===== src/design/uart_cfg_pkg.sv =====
// UART line configuration.
// Bit timing of the 8N1 serial line and the character type shared by
// the byte-level transmitter, receiver and the string framers.

package uart_cfg_pkg;

	// sys_clk cycles per serial bit, kept small for short simulations.
	localparam int CLKS_PER_BIT = 16;
	localparam int HALF_BIT     = CLKS_PER_BIT / 2;  // Start bit midpoint.
	localparam int CNT_W        = $clog2(CLKS_PER_BIT);

	// Start, 8 data and stop bit.
	localparam int FRAME_BITS = 10;

	typedef logic [CNT_W-1:0] bit_cnt_t;  // Cycle count within one bit.
	typedef logic [3:0]       bit_idx_t;  // Position within the serial frame.

	// One character on the line.
	typedef logic [7:0] uart_byte_t;

endpackage


===== src/design/str_frame_pkg.sv =====
// String framing definitions.
// Buffer layout, the '&' delimiter and the state encodings of the
// transmit and receive framers.

package str_frame_pkg;

	import uart_cfg_pkg::*;

	// Buffer capacity in bytes.
	localparam int STR_MAX_LEN = 32;

	// Opening and closing marks are two of these.
	localparam uart_byte_t FRAME_DELIM = 8'h26;

	// Counts 0 to STR_MAX_LEN inclusive.
	typedef logic [5:0] str_len_t;

	typedef struct packed {
		uart_byte_t [STR_MAX_LEN-1:0] data;  // Byte 0 in the low bits.
		str_len_t                     len;
		logic                         trunc;  // Bytes were dropped.
	} str_buf_t;

	typedef enum logic [3:0] {
		FTX_IDLE,
		FTX_OPEN1,
		FTX_OPEN2,
		FTX_BODY,
		FTX_CLOSE1,
		FTX_CLOSE2,
		FTX_DONE
	} ftx_state_t;

	typedef enum logic [2:0] {
		FRX_HUNT,
		FRX_OPEN2,
		FRX_BODY,
		FRX_AMP,   // One '&' seen inside the content.
		FRX_DONE
	} frx_state_t;

endpackage


===== src/design/frame_rx.sv =====
// String frame receiver.
// Hunts for "&&" in the received byte stream, collects the content up to
// the closing "&&" and presents it with its length and a truncation flag.

module frame_rx
	import uart_cfg_pkg::*;
	import str_frame_pkg::*;
(
	input  logic       sys_clk,
	input  logic       sys_rst_n,
	input  uart_byte_t rx_byte,
	input  logic       vld,
	output str_buf_t   rx_str,
	output logic       rx_busy,
	output logic       rx_done
);

	frx_state_t state;
	str_len_t   work_len;
	logic       work_trunc;
	uart_byte_t [STR_MAX_LEN-1:0] work_data;

	logic     is_delim;
	logic     open;       // Second opening '&'.
	logic     wr_one;     // Plain content byte.
	logic     wr_amp;     // Held '&' plus the byte after it.
	logic     close;
	str_len_t len_nxt;

	assign is_delim = vld && (rx_byte == FRAME_DELIM);
	assign open     = (state == FRX_OPEN2) && is_delim;
	assign wr_one   = (state == FRX_BODY) && vld && !is_delim;
	assign wr_amp   = (state == FRX_AMP) && vld && !is_delim;
	assign close    = (state == FRX_AMP) && is_delim;
	assign len_nxt  = work_len + 1'b1;

	assign rx_busy = (state == FRX_BODY) || (state == FRX_AMP);
	assign rx_done = (state == FRX_DONE);

	always_ff @(posedge sys_clk or negedge sys_rst_n) begin
		if (!sys_rst_n) begin
			state <= FRX_HUNT;
		end else begin
			case (state)
				FRX_HUNT, FRX_DONE: state <= is_delim ? FRX_OPEN2 : FRX_HUNT;
				FRX_OPEN2: if (vld) begin
					state <= is_delim ? FRX_BODY : FRX_HUNT;
				end
				FRX_BODY: if (is_delim) begin
					state <= FRX_AMP;
				end
				FRX_AMP: if (vld) begin
					state <= is_delim ? FRX_DONE : FRX_BODY;
				end
				default: state <= FRX_HUNT;
			endcase
		end
	end

	// Length and overflow tracking of the frame in progress.
	always_ff @(posedge sys_clk or negedge sys_rst_n) begin
		if (!sys_rst_n) begin
			work_len   <= '0;
			work_trunc <= 1'b0;
		end else if (open) begin
			work_len   <= '0;
			work_trunc <= 1'b0;
		end else if (wr_one) begin
			if (work_len < STR_MAX_LEN) begin
				work_len <= len_nxt;
			end else begin
				work_trunc <= 1'b1;
			end
		end else if (wr_amp) begin
			if (work_len < STR_MAX_LEN - 1) begin
				work_len <= work_len + 6'd2;
			end else begin
				work_len   <= str_len_t'(STR_MAX_LEN);  // Room for one at most.
				work_trunc <= 1'b1;
			end
		end
	end

	// Content bytes, cleared at each new frame.
	always_ff @(posedge sys_clk) begin
		if (open) begin
			work_data <= '0;
		end else if (wr_one) begin
			if (work_len < STR_MAX_LEN) work_data[work_len] <= rx_byte;
		end else if (wr_amp) begin
			if (work_len < STR_MAX_LEN) work_data[work_len] <= FRAME_DELIM;
			if (len_nxt < STR_MAX_LEN) work_data[len_nxt] <= rx_byte;
		end
	end

	// Result holds until the next frame closes.
	always_ff @(posedge sys_clk or negedge sys_rst_n) begin
		if (!sys_rst_n) begin
			rx_str <= '0;
		end else if (close) begin
			rx_str <= '{data: work_data, len: work_len, trunc: work_trunc};
		end
	end

endmodule


===== src/design/frame_tx.sv =====
// String frame transmitter.
// Captures a string on request and sends "&&", the content and "&&"
// byte by byte through the UART transmitter.

module frame_tx
	import uart_cfg_pkg::*;
	import str_frame_pkg::*;
(
	input  logic       sys_clk,
	input  logic       sys_rst_n,
	input  str_buf_t   tx_str,
	input  logic       tx_req,
	output logic       tx_busy,
	output logic       tx_done,
	output uart_byte_t tx_byte,
	output logic       req,
	input  logic       byte_done
);

	ftx_state_t state;
	str_len_t   idx;    // Content byte on the line.
	str_len_t   len_q;
	uart_byte_t [STR_MAX_LEN-1:0] data_q;

	logic start;

	assign tx_busy = (state != FTX_IDLE) && (state != FTX_DONE);
	assign tx_done = (state == FTX_DONE);
	assign start   = tx_req && !tx_busy;

	// Only content bytes come from the buffer.
	assign tx_byte = (state == FTX_BODY) ? data_q[idx] : FRAME_DELIM;

	always_ff @(posedge sys_clk or negedge sys_rst_n) begin
		if (!sys_rst_n) begin
			state <= FTX_IDLE;
			idx   <= '0;
			req   <= 1'b0;
		end else begin
			req <= 1'b0;
			case (state)
				FTX_IDLE, FTX_DONE: begin
					state <= start ? FTX_OPEN1 : FTX_IDLE;
					req   <= start;
				end
				FTX_OPEN1: if (byte_done) begin
					state <= FTX_OPEN2;
					req   <= 1'b1;
				end
				FTX_OPEN2: if (byte_done) begin
					// Empty content goes straight to the closing pair.
					state <= (len_q == '0) ? FTX_CLOSE1 : FTX_BODY;
					idx   <= '0;
					req   <= 1'b1;
				end
				FTX_BODY: if (byte_done) begin
					if (str_len_t'(idx + 1'b1) == len_q) begin
						state <= FTX_CLOSE1;
					end else begin
						idx <= idx + 1'b1;
					end
					req <= 1'b1;
				end
				FTX_CLOSE1: if (byte_done) begin
					state <= FTX_CLOSE2;
					req   <= 1'b1;
				end
				FTX_CLOSE2: if (byte_done) begin
					state <= FTX_DONE;
				end
				default: state <= FTX_IDLE;
			endcase
		end
	end

	// Caller may change tx_str once the request is taken.
	always_ff @(posedge sys_clk) begin
		if (start) begin
			data_q <= tx_str.data;
			len_q  <= tx_str.len;
		end
	end

endmodule


===== src/design/uart_rx.sv =====
// UART byte receiver.
// Synchronizes the serial input, finds the start edge, samples every bit
// at its middle and strobes vld for each byte with a good stop bit.

module uart_rx
	import uart_cfg_pkg::*;
(
	input  logic       sys_clk,
	input  logic       sys_rst_n,
	input  logic       rxd,
	output uart_byte_t rx_byte,
	output logic       vld
);

	logic rxd_meta;
	logic rxd_s;     // Synchronized line.
	logic rxd_d;     // One cycle older, for edge detection.
	logic active;
	bit_cnt_t clk_cnt;
	bit_idx_t bit_idx;

	logic fall;
	logic sample;
	logic is_start;
	logic is_stop;

	assign fall     = rxd_d && !rxd_s;
	assign is_start = (bit_idx == '0);
	assign is_stop  = (bit_idx == bit_idx_t'(FRAME_BITS - 1));

	// Start bit is sampled after half a bit, the rest a full bit apart.
	assign sample = active && (is_start ? (clk_cnt == bit_cnt_t'(HALF_BIT - 1))
					    : (clk_cnt == bit_cnt_t'(CLKS_PER_BIT - 1)));

	always_ff @(posedge sys_clk or negedge sys_rst_n) begin
		if (!sys_rst_n) begin
			rxd_meta <= 1'b1;
			rxd_s    <= 1'b1;
			rxd_d    <= 1'b1;
			active   <= 1'b0;
			clk_cnt  <= '0;
			bit_idx  <= '0;
			vld      <= 1'b0;
		end else begin
			rxd_meta <= rxd;
			rxd_s    <= rxd_meta;
			rxd_d    <= rxd_s;
			vld      <= 1'b0;
			if (!active) begin
				if (fall) begin
					active  <= 1'b1;
					clk_cnt <= '0;
					bit_idx <= '0;
				end
			end else if (sample) begin
				clk_cnt <= '0;
				if (is_start && rxd_s) begin
					active <= 1'b0;  // Line back high means a glitch.
				end else if (is_stop) begin
					active <= 1'b0;
					vld    <= rxd_s;  // Framing error drops the byte.
				end else begin
					bit_idx <= bit_idx + 1'b1;
				end
			end else begin
				clk_cnt <= clk_cnt + 1'b1;
			end
		end
	end

	// Data bits arrive LSB first.
	always_ff @(posedge sys_clk) begin
		if (sample && !is_start && !is_stop) begin
			rx_byte <= {rxd_s, rx_byte[7:1]};
		end
	end

endmodule


===== src/design/uart_string_link.sv =====
// UART string link top level.
// Transmit framer feeding the UART transmitter, and the UART receiver
// feeding the receive framer.

module uart_string_link
	import uart_cfg_pkg::*;
	import str_frame_pkg::*;
(
	input  logic     sys_clk,
	input  logic     sys_rst_n,

	input  str_buf_t tx_str,
	input  logic     tx_req,
	output logic     tx_busy,
	output logic     tx_done,

	output str_buf_t rx_str,
	output logic     rx_busy,
	output logic     rx_done,

	input  logic     uart_rx_port,
	output logic     uart_tx_port
);

	uart_byte_t ftx_byte;   // Framer to transmitter.
	logic       ftx_req;
	logic       utx_done;
	uart_byte_t urx_byte;   // Receiver to framer.
	logic       urx_vld;

	frame_tx u_frame_tx (
		.sys_clk   (sys_clk),
		.sys_rst_n (sys_rst_n),
		.tx_str    (tx_str),
		.tx_req    (tx_req),
		.tx_busy   (tx_busy),
		.tx_done   (tx_done),
		.tx_byte   (ftx_byte),
		.req       (ftx_req),
		.byte_done (utx_done)
	);

	// Framer paces itself on done, so busy is left open.
	uart_tx u_uart_tx (
		.sys_clk   (sys_clk),
		.sys_rst_n (sys_rst_n),
		.tx_byte   (ftx_byte),
		.req       (ftx_req),
		.busy      (),
		.done      (utx_done),
		.txd       (uart_tx_port)
	);

	uart_rx u_uart_rx (
		.sys_clk   (sys_clk),
		.sys_rst_n (sys_rst_n),
		.rxd       (uart_rx_port),
		.rx_byte   (urx_byte),
		.vld       (urx_vld)
	);

	frame_rx u_frame_rx (
		.sys_clk   (sys_clk),
		.sys_rst_n (sys_rst_n),
		.rx_byte   (urx_byte),
		.vld       (urx_vld),
		.rx_str    (rx_str),
		.rx_busy   (rx_busy),
		.rx_done   (rx_done)
	);

endmodule


===== src/design/uart_tx.sv =====
// UART byte transmitter.
// Sends one 8N1 character per request, LSB first, and pulses done in the
// last cycle of the stop bit.

module uart_tx
	import uart_cfg_pkg::*;
(
	input  logic       sys_clk,
	input  logic       sys_rst_n,
	input  uart_byte_t tx_byte,
	input  logic       req,
	output logic       busy,
	output logic       done,
	output logic       txd
);

	bit_cnt_t   clk_cnt;
	bit_idx_t   bit_idx;
	uart_byte_t shift_q;

	logic bit_end;
	logic start;

	assign start   = req && !busy;  // Requests while busy are dropped.
	assign bit_end = busy && (clk_cnt == bit_cnt_t'(CLKS_PER_BIT - 1));
	assign done    = bit_end && (bit_idx == bit_idx_t'(FRAME_BITS - 1));

	always_ff @(posedge sys_clk or negedge sys_rst_n) begin
		if (!sys_rst_n) begin
			busy    <= 1'b0;
			clk_cnt <= '0;
			bit_idx <= '0;
			txd     <= 1'b1;  // Line idles high.
		end else if (start) begin
			busy    <= 1'b1;
			clk_cnt <= '0;
			bit_idx <= '0;
			txd     <= 1'b0;  // Start bit.
		end else if (bit_end) begin
			clk_cnt <= '0;
			if (done) begin
				busy <= 1'b0;
				txd  <= 1'b1;
			end else begin
				bit_idx <= bit_idx + 1'b1;
				// Ones shifted in behind the data give the stop bit.
				txd <= shift_q[0];
			end
		end else if (busy) begin
			clk_cnt <= clk_cnt + 1'b1;
		end
	end

	// Data shift register.
	always_ff @(posedge sys_clk) begin
		if (start) begin
			shift_q <= tx_byte;
		end else if (bit_end && !done) begin
			shift_q <= {1'b1, shift_q[7:1]};
		end
	end

endmodule


===== config.mk =====
export PLATFORM = sky130hd
export DESIGN_NAME = uart_string_link
export DESIGN_NICKNAME = d
export VERILOG_FILES = /design/src/design/uart_cfg_pkg.sv /design/src/design/str_frame_pkg.sv /design/src/design/frame_rx.sv /design/src/design/frame_tx.sv /design/src/design/uart_rx.sv /design/src/design/uart_string_link.sv /design/src/design/uart_tx.sv
export SDC_FILE = /design/constraint.sdc
export NUM_CORES = 2
export LEC_CHECK = 0
export ABC_AREA = 1
export BUFFER_PORTS_ARGS = -buffer_cell sky130_fd_sc_hd__buf_2
export CAP_MARGIN = 20
export CORE_UTILIZATION = 52
export DETAILED_ROUTE_END_ITERATION = 10
export PLACE_DENSITY = 0.77
export SYNTH_ARGS = -nofsm -noshare
export SYNTH_HDL_FRONTEND = slang
export SYNTH_HIERARCHICAL = 1
export SYNTH_SLANG_ARGS = --single-unit

===== constraint.sdc =====
create_clock -name sys_clk -period 12.1 [get_ports sys_clk]
set_input_delay 1.21 -clock sys_clk [delete_from_list [all_inputs] [get_ports sys_clk]]
set_output_delay 1.21 -clock sys_clk [all_outputs]
set_load 0.02 [all_outputs]

# Word-level counts from Yosys, hierarchy flattened
# Index checks and enable logic that the tools add are counted.
[classes] addsub=7 magnitude_cmp=8 n_eq_ne=36 muxes=80 bitwise=3 reduce_logical=53
[ops] operator="256-bit two-way mux" n=8
[ops] operator="256-bit bitwise mux" n=2
[ops] operator="160-bit AND" n=1
[ops] operator="160-bit NOT" n=1
[ops] operator="96-bit bitwise OR" n=1
[ops] operator="8-bit demux with 5-bit select" n=2
[ops] operator="4-bit two-way mux" n=19
[ops] operator="6-bit two-way mux" n=8
[ops] operator="8-bit two-way mux" n=6
[ops] operator="8-bit binary-select mux with 5-bit select" n=1
[ops] operator="6-bit < comparator (second input constant)" n=5
[ops] operator="1-bit two-way mux" n=24
[ops] operator="4-bit one-hot mux with 6 select lines" n=1
[ops] operator="1-bit logical AND" n=20
[ops] operator="2-bit != test (second input constant)" n=9
[ops] operator="4-bit by 1-bit adder with 4-bit output (second input constant)" n=4
[ops] operator="4-bit by 3-bit equality test with 1-bit output (second input constant)" n=4
[ops] operator="4-bit equality test (second input constant)" n=4
[ops] operator="3-bit two-way mux" n=5
[ops] operator="6-bit by 1-bit adder with 6-bit output (second input constant)" n=2
[ops] operator="6-bit by 1-bit >= comparator with 1-bit output (second input constant)" n=2
[ops] operator="2-bit by 1-bit != test with 1-bit output (second input constant)" n=6
[ops] operator="3-bit one-hot mux with 4 select lines" n=1
[ops] operator="6-bit one-hot mux with 2 select lines" n=1
[ops] operator="other kinds (28)" n=50
[totals] regBits=841 inputBits=267 out_inout_bits=268 wordCells=305

# Longest topological paths before layout
[logic_depth] ltp_word=14 mapped_depth=13 depth_no_buf=13

# Modules after synthesis
# Netlist, hierarchy kept.
[modules_own_cells] module="frame_rx" n_inst=1 cells_each=2874 area_per_inst_um2=22248.8 seq_area_each_um2=11956.5
[modules_own_cells] module="frame_tx" n_inst=1 cells_each=937 area_per_inst_um2=11158.2 seq_area_each_um2=8117.8
[modules_own_cells] module="uart_rx" n_inst=1 cells_each=85 area_per_inst_um2=922.1 seq_area_each_um2=569.3
[modules_own_cells] module="uart_tx" n_inst=1 cells_each=101 area_per_inst_um2=917.1 seq_area_each_um2=491.7

# Worst setup path before layout
# Ideal clock, no wire load.
[synth_timing] path_type="in2reg" startpoint="in tx_req" endpoint="reg u_frame_tx/data_q[0] (netlist name) (enable)" setup_ns=0.894 t_arrival_ns=12.059 required_time_ns=11.206 path_slack_ns=-0.854 path_stages=2 n_path_buf=0 cell_sequence="inv_1 > nor2_1"
[synth_between] elab_chain_cells=1
[synth_lines] item="start: declaration" line="uart_string_link.sv:13" rtl="input logic tx_req,"
[synth_lines] item="1-bit logical AND" line="frame_tx.sv:29" rtl="assign start = tx_req && !tx_busy;"
[synth_lines] item="net u_frame_tx.start" line="frame_tx.sv:25" rtl="logic start;"
[synth_lines] item="end signal: assignment" line="frame_tx.sv:79" rtl="data_q <= tx_str.data;"
[synth_lines] item="end: declaration" line="frame_tx.sv:23" rtl="uart_byte_t [STR_MAX_LEN-1:0] data_q;"
# The timed path passes the listed nets, and every way through them passes these cells.
# A chain may end at the register's enable or synchronous reset.

# Worst setup path in the final report
[layout_timing] startpoint="reg u_frame_tx.state[1]" endpoint="reg u_frame_tx/data_q[218] (netlist name) (enable)"
[layout_between] elab_chain_cells=4 word_cells_on_any_way=5 classes_between="eq/ne (1); reduce/logical (4)"
[layout_lines] item="start: declaration" line="frame_tx.sv:20" rtl="ftx_state_t state;"
[layout_lines] item="start signal: assignment" line="frame_tx.sv:43" rtl="state <= start ? FTX_OPEN1 : FTX_IDLE;"
[layout_lines] item="start signal: assignment" line="frame_tx.sv:52" rtl="state <= (len_q == '0) ? FTX_CLOSE1 : FTX_BODY;"
[layout_lines] item="4-bit by 3-bit != test with 1-bit output or 4-bit nonzero test (tied branches)" line="frame_tx.sv:27" rtl="assign tx_busy = (state != FTX_IDLE) && (state != FTX_DONE);"
[layout_lines] item="1-bit logical AND (*)" line="frame_tx.sv:27"
[layout_lines] item="1-bit logical NOT (*)" line="frame_tx.sv:29"
[layout_lines] item="1-bit logical AND (*)" line="frame_tx.sv:29"
[layout_lines] item="net u_frame_tx.start" line="frame_tx.sv:25"
# The timed path passes the listed nets; every way through them passes the cells marked *.

==> impl_results.md <==
- Number of synthesized register bits: 840
- Maximum vdd drop: 0.000118 V
- Most used DFF post-synth: dfrtp_1
- RSZ-0062 raised after global routing: false
- Largest net degree at the start of global routing: 177
- Setup violators final: 0
- Clock slew at reported path FFs: 60 ps
- Critical path peak fanout: 80
- Clock power share: 44.9%
- Sw power: 0.00131 W
- Top-count cell post-synth: nand2_1
- CP bufs+invs: 4
- Setup TNS: 0 ps
- Starting Density: 52.5%
- Vias post-DR: 29.6k
- Delay-heaviest family, CP: buffers and inverters
- Power Density: 142 nW/um2
- Critical Path Start Type: flop
- Worst Clk Skew: 23.8 ps
- Number of I/O pins: 535
- DRC violations left: 0
- Root Buffer Master: clkbuf_16
- CP required: 12340 ps
- YS warnings: 6
- CP arrival: 3850 ps
- Worst hold margin: 360 ps
- Drt initial violations: 2756
- Slowest-stage cell, CP: buf_4
- Area Overhead vs Synth: 17.0%
- Met2 global-route usage: 46.1%
- Clock Tree Buf Depth: 3
- Drt pass-1 iters: 6
- Clk sinks: 840
- Outcome: finished clean
- Measured slew at the worst slew-check pin: 1130 ps
- Routed length per instance: 18.5 um
- Die H: 262 um
- Leak: 18.7 nW
- Number of global-route vias before repair: 27.7k
- Hold_buf cts: 0
- Core Util, Final: 61.4%
- CTS tree: done
- Final hold vios: 0
- Number of synthesized flops with an enable pin: 278
- M3 GR Usage: 5.90%
- Synth top area share: 23.7%
- Crit. End Element: flop
- Initial antenna violation count: 20
- Final HPWL from detailed placement: 65700 um
- Async set or reset register ratio after synthesis: 36.4%
- Sequential area share after synthesis: 60.0%
- Filler Cell Count: 5539
- Tightest Hold Check Type: flop to flop
- GRT Overall Usage: 28.6%
- CP peak stage delay: 870 ps
- Synth cell count leaders: 1445 x nand2_1, 302 x dfrtp_1, 291 x o21ai_0
- Skew-Pair Late Insertion Delay: 630 ps
- Die width: 262 um
- Netlist cell types: 49
- Area leader, netlist: edfxtp_1
- GR Layer Usage met1: 37.2%
- TritonCTS buffer count: 88
- Cell Area, Synth: 35200 um2
- Cell-internal power: 0.00456 W
- Vias per cell: 5.45
- Buffers on Ports: 533
- Layout cells sized above 1: 18.0%
- Flop pwr share: 50.8%
- CP cell instances: inv_1, nor2_1, nand2_1, inv_1, a21oi_1, nor2_4, buf_4, buf_4
- Average size of a mapped cell: 8.82 um2
- First-pass GRT wire length: 154000 um
- H-tree Lvls: 3
- Tmin final: 3610 ps
- Die Area: 68800 um2
- Fmax: 277 MHz
- Core area: 67200 um2
- Sw Ratio: 22.3%
- Synth top area cells: edfxtp_1 24%, dfrtp_1 21%, nand2_1 15%
- Relative slew slack: 24.7%
- # Post-CTS Setup Buffers: 0
- Tcrit/Tclk final: 29.8%
- CP Class: flop to flop
- PostCTS Resize Cnt: 0
- Routability cong.: 0.925
- Max Cap Viol: 0
- Final net count: 4745
- Drt total wl: 100000 um
- Overflow left after global routing: 0
- Post-synthesis cell count: 3997
- Comb pwr share: 4.3%
- Num rows: 95
- Syn_nets: 4278
- Post-route ant nets: 0
- Final Max Slew Viols: 0
- GRT Max-Usage Layer: met2
final cells by class:
| class | instances | area [um2] | share of cell area [%] |
|---|---|---|---|
| Sequential cell | 840 | 21100 | 51.3 |
| Antenna cell | 17 | 42.5 | 0.103 |
| Multi-Input combinational cell | 2743 | 12300 | 29.9 |
| Clock buffer | 126 | 2500 | 6.06 |
| Clock inverter | 32 | 329 | 0.798 |
| Inverter | 230 | 880 | 2.13 |
| Timing Repair Buffer | 561 | 2900 | 7.03 |
| Tap cell | 873 | 1090 | 2.65 |
flip-flops by register name (all words and copies together), names as in the netlist, 3 cells and up:
name / cells
u_frame_rx/work_len: 6
u_uart_rx/clk_cnt: 4
u_frame_rx/state: 3
u_uart_rx/rx_byte: 8
u_frame_tx/state: 3
u_uart_tx/shift_q: 8
u_frame_tx/data_q: 256
u_frame_tx/idx: 6
u_frame_rx/work_data: 256
u_frame_rx/rx_str: 263
u_uart_tx/clk_cnt: 4
u_frame_tx/len_q: 6
u_uart_rx/bit_idx: 4
u_uart_tx/bit_idx: 4
logic make-up after synthesis:
group                      share of synthesized area (%)
AOI/OAI and AO/OA                                   10.1
DFF                                                 60.0
and+or+nand+nor                                     24.2
buffers and inverters                               5.10
adders and majority gates                          0.497
xor gates and xnor gates                          0.0994
final timing paths:
check | start | endpoint | slack (ps) | cells past startpoint
min in group asynchronous | sys_rst_n | u_frame_rx/rx_str[215] | 550 | 1
worst max-delay path | u_frame_tx/state[1] | u_frame_tx/data_q[218] | 8490 | 8
worst min-delay path | u_uart_rx/rxd_meta | u_uart_rx/rxd_s | 360 | 0
worst min register to register | u_uart_rx/rxd_meta | u_uart_rx/rxd_s | 360 | 0
worst max register to register | u_frame_tx/state[1] | u_frame_tx/data_q[218] | 8490 | 8
max in group asynchronous | sys_rst_n | u_frame_rx/rx_str[72] | 9430 | 3
per-stage QoR:
| step | setup WS, ps | power (W) | instances | cell area, um2 |
|---|---|---|---|---|
| 2_1_floorplan | 3570 | 0.00316 | 3997 | 35200 |
| 3_3_place_gp | 8180 | 0.00328 | 5247 | 38400 |
| 3_5_place_dp | 8160 | 0.00329 | 5247 | 38400 |
| 4_1_cts | 8490 | 0.00591 | 5405 | 41200 |
| 5_1_grt | 8170 | 0.00605 | 5416 | 41200 |
| 6_report | 8490 | 0.00587 | 5422 | 41200 |
metal layers:
layer / up-vias / wire length, um
met3: 231 / 8460
met5: - / 23
met1: 13900 / 40300
met2: 1355 / 47300
met4: 4 / 4120
li1: 14100 / -
power by group through the flow:
stage / combinational, W / sequential [W] / clock [W]
final: 0.000250 / 0.00299 / 0.00264
after global routing: 0.000274 / 0.00299 / 0.00278
after CTS: 0.000249 / 0.00299 / 0.00268
after detailed placement: 0.000248 / 0.00304 / 0
after global placement: 0.000242 / 0.00304 / 0
after floorplan: 0.000122 / 0.00304 / 0
layout by cell type (no fill, tap or decap), drive strengths merged, types with 17 or more instances in the layout:
cell type,Yosys,final
a21oi,288,288
nand2,1488,1488
inv,229,232
nand3,269,269
diode,0,17
clkinv,1,19
buf,83,561
dfxtp,256,256
o211ai,23,23
o22ai,17,17
dfrtp,302,302
clkbuf,101,126
edfxtp,278,278
nor2,257,257
o21ai,337,337
Power figures use the tool's default switching activity.
